**src/include/zports_defs.svh**
```systemverilog
// zports definitions: I/O port addresses, #nnAF register indices and reset values
`ifndef ZPORTS_DEFS_SVH
`define ZPORTS_DEFS_SVH

// low address byte of each decoded port
`define ZP_PORT_FE      8'hFE
`define ZP_PORT_FD      8'hFD   // #7FFD paging, a[15] low
`define ZP_PORT_XT      8'hAF   // extended register file
`define ZP_PORT_COVOX   8'hFB
`define ZP_PORT_KJOY    8'h1F   // kempston joystick, outside dos only
`define ZP_PORT_KMOUSE  8'hDF
`define ZP_PORT_SDCFG   8'h77
`define ZP_PORT_SDDAT   8'h57

// #nnAF register indices, written side
`define ZP_XT_XBORDER   8'h0F
`define ZP_XT_RAMPAGE   8'h10   // four pages, #10 to #13
`define ZP_XT_FMADDR    8'h15
`define ZP_XT_SYSCONF   8'h20
`define ZP_XT_MEMCONF   8'h21
`define ZP_XT_INTMASK   8'h2A
`define ZP_XT_CACHECONF 8'h2B

// #nnAF register indices, read side
`define ZP_XT_XSTAT     8'h00
`define ZP_XT_DMASTAT   8'h27

// reset values
`define ZP_RST_MEMCONF  8'h04   // rom, no map
`define ZP_RST_PAGE0    8'h00
`define ZP_RST_PAGE1    8'h05
`define ZP_RST_PAGE2    8'h02
`define ZP_RST_PAGE3    8'h00
`define ZP_RST_INTMASK  8'h01   // frame interrupt only

`endif

```
**src/zports_pkg.sv**
```systemverilog
// zports shared types: data bytes, RAM page numbers and the #7FFD lock modes
`default_nettype none

package zports_pkg;

  typedef logic [7:0] byte_t;   // data or address byte
  typedef logic [7:0] page_t;   // RAM page number

  // memconf[7:6]
  typedef enum logic [1:0]
  {
    LOCK_NONE = 2'b00,  // #7FFD bits 7:6 select pages
    LOCK_48   = 2'b01,  // bits 7:6 forced to zero
    LOCK_M1   = 2'b10,  // lock decided by the last opcode
    LOCK_512  = 2'b11   // 3-bit extension, no 48K lock
  } lock_mode_t;

endpackage

`default_nettype wire

```
**src/port_decode.sv**
```systemverilog
// port decoder that matches I/O addresses and turns the bus strobes into port strobes
`timescale 1ns/1ps
`default_nettype none

`include "zports_defs.svh"

module port_decode
(
  input  wire [15:0]             a,
  input  wire                    iowr_s,
  input  wire                    iord_s,
  input  wire                    regs_we,   // loader write with the index on a[7:0]
  input  wire                    dos,
  input  wire                    lock48,
  output zports_pkg::byte_t      xt_index,
  output logic                   xt_wr,
  output logic                   xt_stat_rd,
  output logic                   p7ffd_wr,
  output logic                   fe_wr,
  output logic                   covox_wr,
  output logic                   sdcfg_wr,
  output logic                   sddat_wr,
  output logic                   sddat_rd,
  output logic                   porthit
);

  zports_pkg::byte_t loa;
  logic hit_fe, hit_fd, hit_xt, hit_covox;
  logic hit_kjoy, hit_kmouse, hit_sdcfg, hit_sddat;

  assign loa = a[7:0];

  assign hit_fe     = (loa == `ZP_PORT_FE);
  assign hit_fd     = (loa == `ZP_PORT_FD);
  assign hit_xt     = (loa == `ZP_PORT_XT);
  assign hit_covox  = (loa == `ZP_PORT_COVOX);
  assign hit_kjoy   = (loa == `ZP_PORT_KJOY);
  assign hit_kmouse = (loa == `ZP_PORT_KMOUSE);
  assign hit_sdcfg  = (loa == `ZP_PORT_SDCFG);
  assign hit_sddat  = (loa == `ZP_PORT_SDDAT);

  assign xt_index = regs_we ? a[7:0] : a[15:8];

  assign xt_wr      = (hit_xt && iowr_s) || regs_we;
  assign xt_stat_rd = hit_xt && iord_s && (xt_index == `ZP_XT_XSTAT);
  assign p7ffd_wr   = hit_fd && !a[15] && iowr_s && !lock48; // a[15] high is AY
  assign sddat_rd   = hit_sddat && iord_s;

  // single-port write strobes
  always_comb
  begin
    fe_wr    = hit_fe && iowr_s;
    covox_wr = hit_covox && iowr_s;
    sdcfg_wr = hit_sdcfg && iowr_s && !dos;
    sddat_wr = hit_sddat && iowr_s && !dos;
    // one bus cycle never reads and writes at once
    assert (!(iowr_s && iord_s))
      else $error("port_decode: I/O read and write strobes together");
  end

  assign porthit = hit_fe || hit_xt || hit_fd || hit_covox
                || (hit_kjoy && !dos)
                || hit_kmouse
                || ((hit_sdcfg || hit_sddat) && !dos);

endmodule

`default_nettype wire

```
**src/mem_paging.sv**
```systemverilog
// memory paging block with the RAM page registers, memconf and #7FFD writes under 48K/128K locks
`timescale 1ns/1ps
`default_nettype none

`include "zports_defs.svh"

module mem_paging
(
  input  wire                    clk,
  input  wire                    rst,
  input  wire zports_pkg::byte_t din,
  input  wire                    opfetch,
  input  wire                    xt_wr,
  input  wire                    p7ffd_wr,
  input  wire zports_pkg::byte_t xt_index,
  output zports_pkg::byte_t      memconf,
  output logic [31:0]            xt_page,
  output zports_pkg::page_t      page2,
  output zports_pkg::page_t      page3,
  output logic                   lock48
);

  zports_pkg::page_t      pages [0:3];
  zports_pkg::lock_mode_t lock_mode;
  logic                   m1_lock;    // set when the last opcode locks 128K paging
  logic [2:0]             ext;        // page 3 bits 5:3 from #7FFD
  logic                   page_hit;

  assign lock_mode = zports_pkg::lock_mode_t'(memconf[7:6]);
  assign page_hit  = (xt_index[7:2] == `ZP_XT_RAMPAGE >> 2);

  always_comb
  begin
    case (lock_mode)
      zports_pkg::LOCK_NONE: ext = {1'b0, din[7:6]};
      zports_pkg::LOCK_48:   ext = 3'b000;
      zports_pkg::LOCK_M1:   ext = m1_lock ? 3'b000 : {1'b0, din[7:6]};
      default:               ext = {din[5], din[7:6]};  // 512K
    endcase
  end

  always_ff @(posedge clk)
  begin
    if (rst)
      m1_lock <= 1'b0;
    else if (opfetch)
      m1_lock <= ~(din[7] ^ din[6]);
  end

  always_ff @(posedge clk)
  begin
    if (rst)
    begin
      memconf  <= `ZP_RST_MEMCONF;
      pages[0] <= `ZP_RST_PAGE0;
      pages[1] <= `ZP_RST_PAGE1;
      pages[2] <= `ZP_RST_PAGE2;
      pages[3] <= `ZP_RST_PAGE3;
    end
    else
    begin
      if (xt_wr && page_hit)
        pages[xt_index[1:0]] <= din;
      if (xt_wr && (xt_index == `ZP_XT_MEMCONF))
        memconf <= din;

      // #7FFD comes last and wins over a same-cycle #nnAF write
      if (p7ffd_wr)
      begin
        memconf[0] <= din[4];                   // rom select
        pages[3]   <= {2'b00, ext, din[2:0]};
      end
    end
  end

  always_ff @(posedge clk)
  begin
    if (rst)
      lock48 <= 1'b0;
    else if (p7ffd_wr && (lock_mode != zports_pkg::LOCK_512))
      lock48 <= din[5];
  end

  assign xt_page = {pages[3], pages[2], pages[1], pages[0]};
  assign page2   = pages[2];
  assign page3   = pages[3];

  // no #7FFD write gets through once the 48K lock is set
  assert property (@(posedge clk) disable iff (rst) lock48 |-> !p7ffd_wr)
    else $error("mem_paging: #7FFD write while the 48K lock is set");

endmodule

`default_nettype wire

```
**src/ctrl_regs.sv**
```systemverilog
// control registers: sysconf, cacheconf, intmask, fmaddr and the SD card port pair
`timescale 1ns/1ps
`default_nettype none

`include "zports_defs.svh"

module ctrl_regs
(
  input  wire                    clk,
  input  wire                    rst,
  input  wire zports_pkg::byte_t din,
  input  wire                    xt_wr,
  input  wire zports_pkg::byte_t xt_index,
  input  wire                    sdcfg_wr,
  input  wire                    sddat_wr,
  input  wire                    sddat_rd,
  output zports_pkg::byte_t      sysconf,
  output zports_pkg::byte_t      intmask,
  output logic [3:0]             cacheconf,
  output logic [4:0]             fmaddr,
  output logic                   sdcs_n,
  output logic                   sd_start,
  output zports_pkg::byte_t      sd_datain
);

  always_ff @(posedge clk)
  begin
    if (rst)
    begin
      sysconf   <= 8'h00;         // 3.5 MHz
      cacheconf <= 4'h0;          // no cache
      intmask   <= `ZP_RST_INTMASK;
      fmaddr[4] <= 1'b0;          // FM window off
    end
    else if (xt_wr)
    begin
      if (xt_index == `ZP_XT_FMADDR)
        fmaddr <= din[4:0];

      if (xt_index == `ZP_XT_SYSCONF)
      begin
        sysconf   <= din;
        cacheconf <= {4{din[2]}};  // cache follows turbo bit
      end

      if (xt_index == `ZP_XT_CACHECONF)
        cacheconf <= din[3:0];

      if (xt_index == `ZP_XT_INTMASK)
        intmask <= din;
    end
  end

  // #77 write drives the card select
  always_ff @(posedge clk)
  begin
    if (rst)
      sdcs_n <= 1'b1;
    else if (sdcfg_wr)
      sdcs_n <= din[1];
  end

  // any #57 access starts one SPI byte exchange
  assign sd_start  = sddat_wr || sddat_rd;
  assign sd_datain = sddat_wr ? din : 8'hFF;   // reads clock out ones

  // decoder must keep its strobes quiet during reset
  assert property (@(posedge clk) rst |-> !sd_start)
    else $error("ctrl_regs: SD transfer started during reset");

endmodule

`default_nettype wire

```
**src/port_readback.sv**
```systemverilog
// port read-back: I/O read data multiplexer and the power-up status bit
`timescale 1ns/1ps
`default_nettype none

`include "zports_defs.svh"

module port_readback
(
  input  wire                    clk,
  input  wire zports_pkg::byte_t loa,
  input  wire zports_pkg::byte_t xt_index,
  input  wire                    xt_stat_rd,
  input  wire [4:0]              keys_in,
  input  wire                    tape_read,
  input  wire [4:0]              kj_in,
  input  wire zports_pkg::byte_t mus_in,
  input  wire zports_pkg::byte_t sd_dataout,
  input  wire                    dma_act,
  input  wire zports_pkg::page_t page2,
  input  wire zports_pkg::page_t page3,
  input  wire                    iord,
  input  wire                    porthit,
  output zports_pkg::byte_t      dout,
  output logic                   dataout
);

  // set at configuration, cleared by the first status read
  logic pwr_up = 1'b1;
  zports_pkg::byte_t xt_dout;

  always_ff @(posedge clk)
  begin
    if (xt_stat_rd)
      pwr_up <= 1'b0;
  end

  // #nnAF read side
  always_comb
  begin
    case (xt_index)
      `ZP_XT_XSTAT:             xt_dout = {1'b0, pwr_up, 6'b000000};
      `ZP_XT_DMASTAT:           xt_dout = {dma_act, 7'b0000000};
      `ZP_XT_RAMPAGE + 8'd2:    xt_dout = page2;
      `ZP_XT_RAMPAGE + 8'd3:    xt_dout = page3;
      default:                  xt_dout = 8'hFF;
    endcase
  end

  always_comb
  begin
    case (loa)
      `ZP_PORT_FE:     dout = {1'b1, tape_read, 1'b0, keys_in};
      `ZP_PORT_KJOY:   dout = {3'b000, kj_in};
      `ZP_PORT_KMOUSE: dout = mus_in;
      `ZP_PORT_SDCFG:  dout = 8'h00;        // card present, not protected
      `ZP_PORT_SDDAT:  dout = sd_dataout;
      `ZP_PORT_XT:     dout = xt_dout;
      default:         dout = 8'hFF;
    endcase
  end

  assign dataout = porthit && iord;   // drive the bus only for own ports

endmodule

`default_nettype wire

```
**src/zports_top.sv**
```systemverilog
// zports top: I/O port block with decoder, paging, control registers and read-back
`timescale 1ns/1ps
`default_nettype none

`include "zports_defs.svh"

module zports_top
(
  input  wire                    clk,
  input  wire                    rst,
  input  wire [15:0]             a,
  input  wire zports_pkg::byte_t din,
  input  wire                    iowr_s,
  input  wire                    iord_s,
  input  wire                    iord,
  input  wire                    regs_we,
  input  wire                    opfetch,
  input  wire                    dos,
  input  wire [4:0]              keys_in,
  input  wire                    tape_read,
  input  wire [4:0]              kj_in,
  input  wire zports_pkg::byte_t mus_in,
  input  wire zports_pkg::byte_t sd_dataout,
  input  wire                    dma_act,
  output wire zports_pkg::byte_t dout,
  output wire                    dataout,
  output wire                    porthit,
  output wire                    zborder_wr,
  output wire                    beeper_wr,
  output wire                    border_wr,
  output wire                    covox_wr,
  output wire [31:0]             xt_page,
  output wire zports_pkg::byte_t memconf,
  output wire zports_pkg::byte_t sysconf,
  output wire [3:0]              cacheconf,
  output wire zports_pkg::byte_t intmask,
  output wire [4:0]              fmaddr,
  output wire                    sdcs_n,
  output wire                    sd_start,
  output wire zports_pkg::byte_t sd_datain
);

  zports_pkg::byte_t xt_index;
  zports_pkg::page_t page2, page3;
  logic xt_wr, xt_stat_rd, p7ffd_wr, fe_wr;
  logic sdcfg_wr, sddat_wr, sddat_rd, lock48;

  port_decode port_decode_i
  (
    .a          (a),
    .iowr_s     (iowr_s),
    .iord_s     (iord_s),
    .regs_we    (regs_we),
    .dos        (dos),
    .lock48     (lock48),
    .xt_index   (xt_index),
    .xt_wr      (xt_wr),
    .xt_stat_rd (xt_stat_rd),
    .p7ffd_wr   (p7ffd_wr),
    .fe_wr      (fe_wr),
    .covox_wr   (covox_wr),
    .sdcfg_wr   (sdcfg_wr),
    .sddat_wr   (sddat_wr),
    .sddat_rd   (sddat_rd),
    .porthit    (porthit)
  );

  mem_paging mem_paging_i
  (
    .clk      (clk),
    .rst      (rst),
    .din      (din),
    .opfetch  (opfetch),
    .xt_wr    (xt_wr),
    .p7ffd_wr (p7ffd_wr),
    .xt_index (xt_index),
    .memconf  (memconf),
    .xt_page  (xt_page),
    .page2    (page2),
    .page3    (page3),
    .lock48   (lock48)
  );

  ctrl_regs ctrl_regs_i
  (
    .clk       (clk),
    .rst       (rst),
    .din       (din),
    .xt_wr     (xt_wr),
    .xt_index  (xt_index),
    .sdcfg_wr  (sdcfg_wr),
    .sddat_wr  (sddat_wr),
    .sddat_rd  (sddat_rd),
    .sysconf   (sysconf),
    .intmask   (intmask),
    .cacheconf (cacheconf),
    .fmaddr    (fmaddr),
    .sdcs_n    (sdcs_n),
    .sd_start  (sd_start),
    .sd_datain (sd_datain)
  );

  port_readback port_readback_i
  (
    .clk        (clk),
    .loa        (a[7:0]),
    .xt_index   (xt_index),
    .xt_stat_rd (xt_stat_rd),
    .keys_in    (keys_in),
    .tape_read  (tape_read),
    .kj_in      (kj_in),
    .mus_in     (mus_in),
    .sd_dataout (sd_dataout),
    .dma_act    (dma_act),
    .page2      (page2),
    .page3      (page3),
    .iord       (iord),
    .porthit    (porthit),
    .dout       (dout),
    .dataout    (dataout)
  );

  // #FE feeds both the ZX border and the beeper
  assign zborder_wr = fe_wr;
  assign beeper_wr  = fe_wr;
  assign border_wr  = xt_wr && (xt_index == `ZP_XT_XBORDER);

endmodule

`default_nettype wire

```
**config.mk**
```make
export PLATFORM = sky130hd
export DESIGN_NAME = zports_top
export DESIGN_NICKNAME = d
export VERILOG_FILES = /design/src/zports_pkg.sv /design/src/port_decode.sv /design/src/mem_paging.sv /design/src/ctrl_regs.sv /design/src/port_readback.sv /design/src/zports_top.sv
export VERILOG_INCLUDE_DIRS = /design/src /design/src/include
export SDC_FILE = /design/constraint.sdc
export NUM_CORES = 1
export LEC_CHECK = 0
export ABC_AREA = 1
export BUFFER_PORTS_ARGS = -buffer_cell sky130_fd_sc_hd__buf_2
export CAP_MARGIN = 10
export CORE_ASPECT_RATIO = 1.2
export CORE_UTILIZATION = 49
export DETAILED_ROUTE_END_ITERATION = 8
export PLACE_DENSITY = 0.81
export SLEW_MARGIN = 20
export SYNTH_ARGS = -nofsm -noshare
export SYNTH_HDL_FRONTEND = slang
export SYNTH_SLANG_ARGS = --single-unit
```
**constraint.sdc**
```tcl
create_clock -name clk -period 2.6 [get_ports clk]
set_input_delay 0.78 -clock clk [delete_from_list [all_inputs] [get_ports clk]]
set_output_delay 0.78 -clock clk [all_outputs]
set_load 0.02 [all_outputs]
```
## Word level (Yosys, flattened, before mapping)

Memories as Yosys holds them, arrays and structs flattened.
Index checks and enable logic that the tools add are counted.

| operators by class | value |
|---|---|
| eq/ne operators | 21 |
| mux-type cells | 22 |
| bitwise operators | 4 |
| reduce and logical (&&, ||, !) cells | 40 |

Operator list:

| operator | count |
|---|---|
| $pmux 8 s6 | 1 |
| $eq 8x6->1 const B | 5 |
| $eq 8x8->1 const B | 5 |
| $eq 8x5->1 const B | 4 |
| $mux 8 | 4 |
| $pmux 8 s4 | 1 |
| $logic_and 1x1->1 | 18 |
| $eq 8x7->1 const B | 2 |
| $mux 1 | 11 |
| $logic_or 1x1->1 | 9 |
| $pmux 3 s3 | 1 |
| $eq 8x4->1 const B | 1 |
| $logic_not 8->1 | 1 |
| $mux 4 | 2 |
| $reduce_and 2->1 | 4 |
| $reduce_or 8->1 | 1 |
| $eq 6x3->1 const B | 1 |
| $mux 2 | 2 |
| $reduce_bool 2->1 | 2 |
| $logic_not 1->1 | 3 |
| $reduce_and 3->1 | 1 |
| $eq 2x1->1 const B | 1 |
| $eq 2x2->1 const B | 1 |
| $logic_not 2->1 | 1 |
| other kinds (4) | 5 |

| storage, ports and cells | value |
|---|---|
| register bits | 36 |
| RAM bits | 32 |
| input bits | 60 |
| output and inout bits | 89 |
| logic and storage cells | 98 |
| memories | 1 |

Memory list:

| memory | words | bits a word | read ports | clocked after Yosys merged registers in | write ports | RTL line | source |
|---|---|---|---|---|---|---|---|
| mem_paging_i.pages | 4 | 8 | 4 | 0 | 4 | mem_paging.sv:23 | `zports_pkg::page_t pages [0:3];` |

## Depth between registers and ports, before layout

Gate-level depths: netlist of the first run.

| logic depth | value |
|---|---|
| depth after elaboration | 9 |
| depth in mapped cells | 13 |
| gate-level depth less buffers | 12 |

## By module

From an unflattened synthesis of the first run, not the netlist that was laid out.

| second synthesis, totals | value |
|---|---|
| cells, all modules | 622 |
| area, all modules | 4362.9 um^2 |

By module, submodules not included:

| module | instances | cells each | area each (um^2) | sequential area each (um^2) |
|---|---|---|---|---|
| mem_paging | 1 | 178 | 1814.2 | 1161.1 |
| ctrl_regs | 1 | 153 | 1173.6 | 560.5 |
| port_readback | 1 | 195 | 949.7 | 0.0 |
| port_decode | 1 | 88 | 389.1 | 0.0 |
| zports_top | 1 | 8 | 36.3 | 0.0 |

## Worst setup path before layout of the first run

OpenSTA, ideal clock, no wires.

| path | value |
|---|---|
| path kind | input-to-output |
| from | input a[4] |
| to | output dataout |
| data arrival time | 1996 ps |
| data required time | 1820 ps |
| path slack | -176 ps |
| stages | 6 |
| path buffers | 0 |
| path through | nand2_1 -> nor2_1 -> nand4_1 -> nand3_1 -> nor2_1 -> a21boi_0 |

| between the ends | value |
|---|---|
| cells in the longest elaborated chain, start to end | 8 |
| elaborated cells between the ends (all ways) | 18 |
| those cells by class | eq/ne (8); reduce/logical (10) |

RTL lines:

| element | RTL line | source |
|---|---|---|
| from (decl) | zports_top.sv:11 | `input wire [15:0] a,` |
| $eq 8x8->1 | - |  |
| $logic_or 1x1->1 (3 in series) | port_decode.sv:61 | `assign porthit = hit_fe \|\| hit_xt \|\| hit_fd \|\| hit_covox` |
| $logic_or 1x1->1 | port_decode.sv:62 | `\|\| (hit_kjoy && !dos)` |
| $logic_or 1x1->1 | port_decode.sv:63 | `\|\| hit_kmouse` |
| $logic_or 1x1->1 (*) | port_decode.sv:64 | `\|\| ((hit_sdcfg \|\| hit_sddat) && !dos);` |
| $logic_and 1x1->1 (*) | port_readback.sv:62 | `assign dataout = porthit && iord;` |
| to (decl) | zports_top.sv:26 | `output wire dataout,` |

Every way passes the cells marked *; elsewhere a longest branch is shown, timed or not.

## Worst setup path in the final report of the first run

| path | value |
|---|---|
| from | input a[7] |
| to | output dout[7] |

| between the ends | value |
|---|---|
| cells in the longest elaborated chain, start to end | 4 |
| elaborated cells between the ends (all ways) | 13 |
| those cells by class | eq/ne (9); mux (3); reduce/logical (1) |

RTL lines:

| element | RTL line | source |
|---|---|---|
| $mux 8 | port_decode.sv:42 | `assign xt_index = regs_we ? a[7:0] : a[15:8];` |
| $eq 8x5->1 (tied with other cells) | port_readback.sv:40 | `case (xt_index)` |
| $pmux 8 s4 | port_readback.sv:40 |  |
| $pmux 8 s6 (*) | port_readback.sv:51 | `case (loa)` |
| to (decl) | zports_top.sv:25 | `output wire zports_pkg::byte_t dout,` |

Marks and branches as above.

==> results.py, run 1 <==
metrics = {
    "hold_path": {
        "min_to": "ctrl_regs_i.intmask[0]",
        "hp-start": "ctrl_regs_i.intmask[0]",
        "min_path_cells": 2,
        "hold_path.class": "reg2reg",
    },
    "global_routing": {
        "grt_pass1_vias": 3931,
        "grt_use_total": 0.295,
        "overflow": 0,
        "antenna_found_initial": 0,
        "grt_max_degree": 32,
        "grt_pass1_wl_mm": 18.0,
    },
    "worst_setup_path": {
        "cpMostUsedCell": "nand2_1",
        "end_kind": "primary output",
        "slowest_stage": "nor2_4",
        "arrival_ps": 2100,
        "r2r_setup_slack_ps": 1150,
        "max_stage_delay_ps": 200,
        "r2r_start": "mem_paging_i.lock48",
        "critPathRequiredTime_ps": 1820,
        "critPathTopFamily": "simple AND/OR/NAND/NOR gates",
        "path_class": "in2out",
        "path_buf_inv": 4,
        "cp_cell_sequence": "buf_8 -> nor2_4 -> nand2_2 -> nand2_2 -> inv_4 -> nor2_4 -> clkbuf_16 -> nand3_2 -> nand2_1 -> nor2_1 -> nand2_1 -> nand2_1 -> nand2_1 -> buf_6",
        "worstSetupStartpointType": "input port",
        "r2r-end": "mem_paging_i.pages[1][4]",
        "r2r_cells": 5,
        "path_max_fanout": 8,
    },
    "routing": {
        "via_per_inst": 5.32,
        "first_pass_iters": 5,
        "detail-route-antenna-nets": 0,
        "routed_wl_mm": 12.5,
        "wl_per_cell_um": 15.3,
        "vias": 4334,
        "drc": 0,
        "drtIter0Drc": 231,
    },
    "sta": {
        "finalSetupTns_ps": -3690,
        "tightest_slew_ps": 421,
        "slew_headroom": 0.719,
        "max_freq_ghz": 0.347,
        "fin_crit_ps": 2880,
        "hold_viol_final": 0,
        "setup_viol": 21,
        "finalCritPeriodShare": 1.11,
        "drv_slew": 0,
        "setup_ws_ps": -282,
        "rsz0062_at_grt": "true",
        "fin_hold_ws_ps": 477,
        "worst_clock_skew_ps": 10.3,
    },
    "layout": {
        "area_delta_synth_final_pct": 58.6,
        "nNetsFinal": 780,
        "final_common_cell": "buf_2",
        "drive_gt1_frac": 0.436,
        "diodes": 0,
        "stdcell_count": 815,
        "layout_common_cells": "buf_2 (119), nor2_1 (93), nand2_1 (84), inv_1 (69), buf_4 (55)",
    },
    "place": {
        "hpwlAfterDp_mm": 8.46,
        "post-place-ws_ps": -467,
        "place_inst": 785,
        "gp_congestion": 0.836,
        "port_buffers": 148,
    },
    "synth": {
        "yosysSeqAreaShare": 0.471,
        "syn_inst": 506,
        "synth_xor_area_frac": 0,
        "synth-seq-cells": 68,
        "synthSimpleGateAreaFrac": 0.351,
        "synthMuxAreaShare": 0,
        "synth_nets": 566,
        "synth_top_family_by_area": "simple AND/OR/NAND/NOR gates",
        "synth.distinct_cells": 27,
        "synth.cell_area_mm2": 0.00366,
        "syn_area_per_cell_um2": 7.23,
        "netlist.area_leader.share": 0.295,
        "synth.top_cells.by_area": "edfxtp_1 (30%), dfxtp_1 (18%), nand2_1 (12%)",
        "synth_compound_area_frac": 0.0817,
        "synth_top_area_cell": "edfxtp_1",
        "synth_warnings": 0,
        "synth_fa_ha_area_frac": 0,
    },
    "floorplanning": {
        "coreArea_mm2": 0.00723,
        "die_w_um": 80.9,
        "io_pins": 149,
        "num_rows": 34,
        "fp.dieH_um": 96.7,
        "start_util": 0.506,
        "dieArea_mm2": 0.00782,
    },
    "cts": {
        "cts_buffers": 9,
        "h-tree-depth": 3,
        "numClockSinks": 68,
        "clockBufferDepth": 2,
        "clk_pin_slew_worst_paths_ps": 80,
        "ctsRootBufferMaster": "clkbuf_8",
        "clk_latency_ps": 340,
        "cts_tree": "built",
    },
    "power_and_ir_drop": {
        "leakage_nw": 2.93,
        "p_total_mw": 2.54,
        "ir_worst_vdd_v": 0.000427,
        "powerDensity_mw_per_mm2": 438,
    },
    "outcome": {
        "status": "complete, but fails checks",
        "violations": "negative setup slack",
    },
    "job": {
        "cap_violations": 0,
    },
}
==> per-layer routing <==
metal | wire [um] | track usage
met1 | 4890 | 0.353
met2 | 6310 | 0.518
met3 | 855 | 0.0594
met4 | 404 | 0.0907
met5 | 0 | 0
==> cells by family (layout without fill, tap and decap cells) <==
kind of cell,after synthesis,count (layout)
and+or+nand+nor,297,297
DFF,68,68
buffers and inverters,87,306
AOI/OAI and AO/OA,54,54
==> what timing repair did <==
action | in CTS | in global routing
hold buffers | 0 | 0
resized for setup | 74 | 84
setup buffers | 2 | 9
pin swaps | 8 | 13
setup endpoints to repair | 20 | 21
gates cloned | 1 | 2
==> state kept, by name, indices dropped and copies added (netlist names) <==
signal / flops
mem_paging_i.memconf: 8
ctrl_regs_i.sysconf: 8
ctrl_regs_i.sdcs_n: 1
ctrl_regs_i.cacheconf: 4
mem_paging_i.pages: 32
ctrl_regs_i.fmaddr: 5
mem_paging_i.m1_lock: 1
mem_paging_i.lock48: 1
ctrl_regs_i.intmask: 8
==> cells in the mapped netlist <==
cell	instances
nand2_1	113
nor2_1	102
inv_1	74
nand3_1	42
edfxtp_1	36
dfxtp_1	32
o21ai_0	19
nor3_1	12
o22ai_1	12
a21oi_1	11
nand2_2	7
nand4_1	7
o21ai_1	7
nor2_2	5
nand3b_1	4
buf_4	3
clkbuf_1	3
inv_2	3
o211ai_1	3
buf_2	2
buf_6	2
nor2_4	2
a21boi_0	1
a21oi_2	1
nand3_4	1
nor3_2	1
or2_1	1
==> report_power, final <==
group	internal, mW	switching (mW)	leakage (nW)
Clock	0.547	0.433	0.110
Combinational	0.161	0.237	2.22
Sequential	1.15	0.0122	0.606
==> worst register-to-register path, cell delays in order (launching register included) <==
cell and delay [ps]:
dfxtp_1 330, nor3_1 170, nand4_1 190, nor2_1 210, nand3_1 200, a21oi_1 200
==> how the worst max path moves through the flow <==
stage	startpoint	end	depth (start not counted)
after floorplan	a[4]	dataout	6
after global placement	regs_we	dout[3]	14
after detailed placement	regs_we	dout[2]	12
after CTS	a[7]	dout[6]	14
after global routing	regs_we	dout[7]	14
final	a[7]	dout[7]	14
==> area by class of cell <==
| class | instances | area (um^2) |
|---|---|---|
| flip-flops and latches | 68 | 1720 |
| inverters | 77 | 297 |
| well taps | 90 | 113 |
| multi-input cells | 351 | 1930 |
| clock inverters | 7 | 98.8 |
| clock buffers | 9 | 124 |
| repair inverters | 1 | 7.51 |
| repair buffers | 212 | 1510 |
| fillers | 468 | 1430 |
==> through the flow <==
stage / utilization / area (um^2)
detailed placement: 0.674 / 4880
CTS: 0.746 / 5400
floorplan: - / 3670
global route: 0.802 / 5800
global placement: 0.674 / 4880
finish: 0.802 / 5800
Power figures use the tool's default switching activity.
==> run 2, diff against run 1 <==
--- a/config.mk
+++ b/config.mk
@@ -13,6 +13,7 @@
 export CORE_UTILIZATION = 49
 export DETAILED_ROUTE_END_ITERATION = 8
 export PLACE_DENSITY = 0.81
+export REMOVE_ABC_BUFFERS = 1
 export SLEW_MARGIN = 20
 export SYNTH_ARGS = -nofsm -noshare
 export SYNTH_HDL_FRONTEND = slang
==> run 2 against run 1 <==
  * Clock power is 10% lower
  * The run still ends with negative setup slack left
  * Critical path depth is 1 lower
  * Cell area is 0.50% higher
==> results.py, run 2 (same netlist as run 1, synthesis figures left out) <==
metrics = {
    "outcome": {
        "status": "complete, but fails checks",
        "violations": "negative setup slack",
    },
    "cts": {
        "clk_pin_slew_worst_paths_ps": 80,
        "clk_latency_ps": 350,
        "cts_tree": "built",
        "ctsHoldBuffers": 0,
        "clockBufferDepth": 2,
        "h-tree-depth": 3,
        "numClockSinks": 68,
        "ctsRootBufferMaster": "clkbuf_8",
        "cts_buffers": 9,
    },
    "layout": {
        "nNetsFinal": 772,
        "utilization": 0.806,
        "largest_reg_flops": 32,
        "top_register": "mem_paging_i.pages",
        "diodes": 0,
        "final_common_cell": "buf_2",
        "nFillCells": 419,
        "layout_common_cells": "buf_2 (117), nor2_1 (90), nand2_1 (76), inv_1 (66), buf_4 (48)",
        "multi_input_area_mm2": 0.00206,
        "drive_gt1_frac": 0.459,
        "seqCellArea_mm2": 0.00172,
        "postLayoutCellArea_mm2": 0.00583,
        "stdcell_count": 807,
        "area_delta_synth_final_pct": 59.4,
    },
    "worst_setup_path": {
        "max_stage_delay_ps": 130,
        "cp_cell_sequence": "buf_2 -> inv_1 -> nand2_2 -> nand2_4 -> buf_4 -> nand3_2 -> nor2_4 -> nand2_1 -> nand3_4 -> nand2_1 -> nand2_1 -> nand2_1 -> buf_6",
        "arrival_ps": 2070,
        "end_kind": "primary output",
        "path_max_fanout": 8,
        "path_class": "in2out",
        "critPathRequiredTime_ps": 1820,
        "slowest_stage": "buf_6",
        "worstSetupStartpointType": "input port",
        "cpMostUsedCell": "nand2_1",
    },
    "sta": {
        "finalCritPeriodShare": 1.10,
        "rsz0062_at_grt": "true",
        "worst_clock_skew_ps": 12.1,
        "tightest_slew_ps": 413,
        "finalSetupTns_ps": -3880,
        "setup_viol": 20,
        "fin_crit_ps": 2850,
        "max_freq_ghz": 0.350,
        "drv_slew": 0,
        "hold_viol_final": 0,
        "fin_hold_ws_ps": 482,
        "setup_ws_ps": -253,
        "slew_headroom": 0.724,
    },
    "job": {
        "cap_violations": 0,
    },
    "power_and_ir_drop": {
        "ir_worst_vdd_v": 0.000428,
        "leakage_nw": 2.91,
        "powerDensity_mw_per_mm2": 423,
        "p_total_mw": 2.47,
    },
    "global_routing": {
        "grt_max_degree": 35,
        "grt_pass1_vias": 4129,
        "grt_pass1_wl_mm": 18.9,
        "grt_use_total": 0.316,
        "overflow": 0,
        "antenna_found_initial": 0,
    },
    "routing": {
        "detail-route-antenna-nets": 0,
        "drtIter0Drc": 445,
        "routed_wl_mm": 13.7,
        "via_per_inst": 5.61,
        "vias": 4531,
        "first_pass_iters": 5,
        "drc": 0,
        "wl_per_cell_um": 17.0,
    },
    "floorplanning": {
        "die_w_um": 80.9,
        "coreArea_mm2": 0.00723,
        "fp.dieH_um": 96.7,
        "start_util": 0.506,
        "num_rows": 34,
        "io_pins": 149,
        "dieArea_mm2": 0.00782,
    },
    "place": {
        "hpwlAfterDp_mm": 8.43,
        "gp_congestion": 0.884,
        "port_buffers": 148,
        "placed_area_mm2": 0.00480,
        "place_inst": 780,
        "post-place-ws_ps": -440,
    },
    "hold_path": {
        "hold_path.class": "reg2reg",
    },
}
run 2: cell count changes in the layout (fill, tap and decap cells not counted), sizes merged:
cell and change:
buf -5, bufinv -1, clkbuf -2, clkinv +4
clkinvlp -2, inv -2
run 2: path summary, 6_finish.rpt:
| path | slack [ps] | from | endpoint | depth (start not counted) |
|---|---|---|---|---|
| worst max-delay path | -250 | a[13] | dout[2] | 13 |
| worst min-delay path | 480 | ctrl_regs_i.intmask[0] | ctrl_regs_i.intmask[0] | 2 |
| worst min register to register | 480 | ctrl_regs_i.intmask[0] | ctrl_regs_i.intmask[0] | 2 |
| worst max register to register | 980 | mem_paging_i.lock48 | mem_paging_i.pages[1][4] | 5 |
run 2: power by group:
part	leakage, nW	total, mW	internal (mW)	switching, mW
Combinational	2.20	0.423	0.160	0.263
Sequential	0.606	1.17	1.15	0.0128
Clock	0.104	0.877	0.447	0.429
Total	2.91	2.47	1.76	0.705
run 2: per-layer routing:
metal  GRT usage  vias to the layer above  share of wire
met3      0.0830                       85          0.096
met4       0.144                        0          0.058
met5           0                        -              0
met2       0.539                      343           0.49
met1       0.360                     2064           0.35
li1            -                     2039              -
run 2: final cells by class:
type | count | share of cell area
Sequential cell | 68 | 0.295
Tap cell | 90 | 0.0193
Clock buffer | 9 | 0.0212
Clock inverter | 7 | 0.0129
Timing Repair Buffer | 205 | 0.245
Inverter | 77 | 0.0526
Multi-Input combinational cell | 351 | 0.354
run 2: worst max-delay path: cells and delay by family:
family	cells	cell delay [ps]
buffers and inverters	4	460
AND/OR/NAND/NOR	9	830
run 2: repair_timing:
| item | in CTS | in global routing |
|---|---|---|
| setup endpoints to repair | 20 | 23 |
| gates resized for setup | 125 | 85 |
| setup buffers | 5 | 7 |
| cloned | 1 | 0 |
| pin swaps | 23 | 32 |
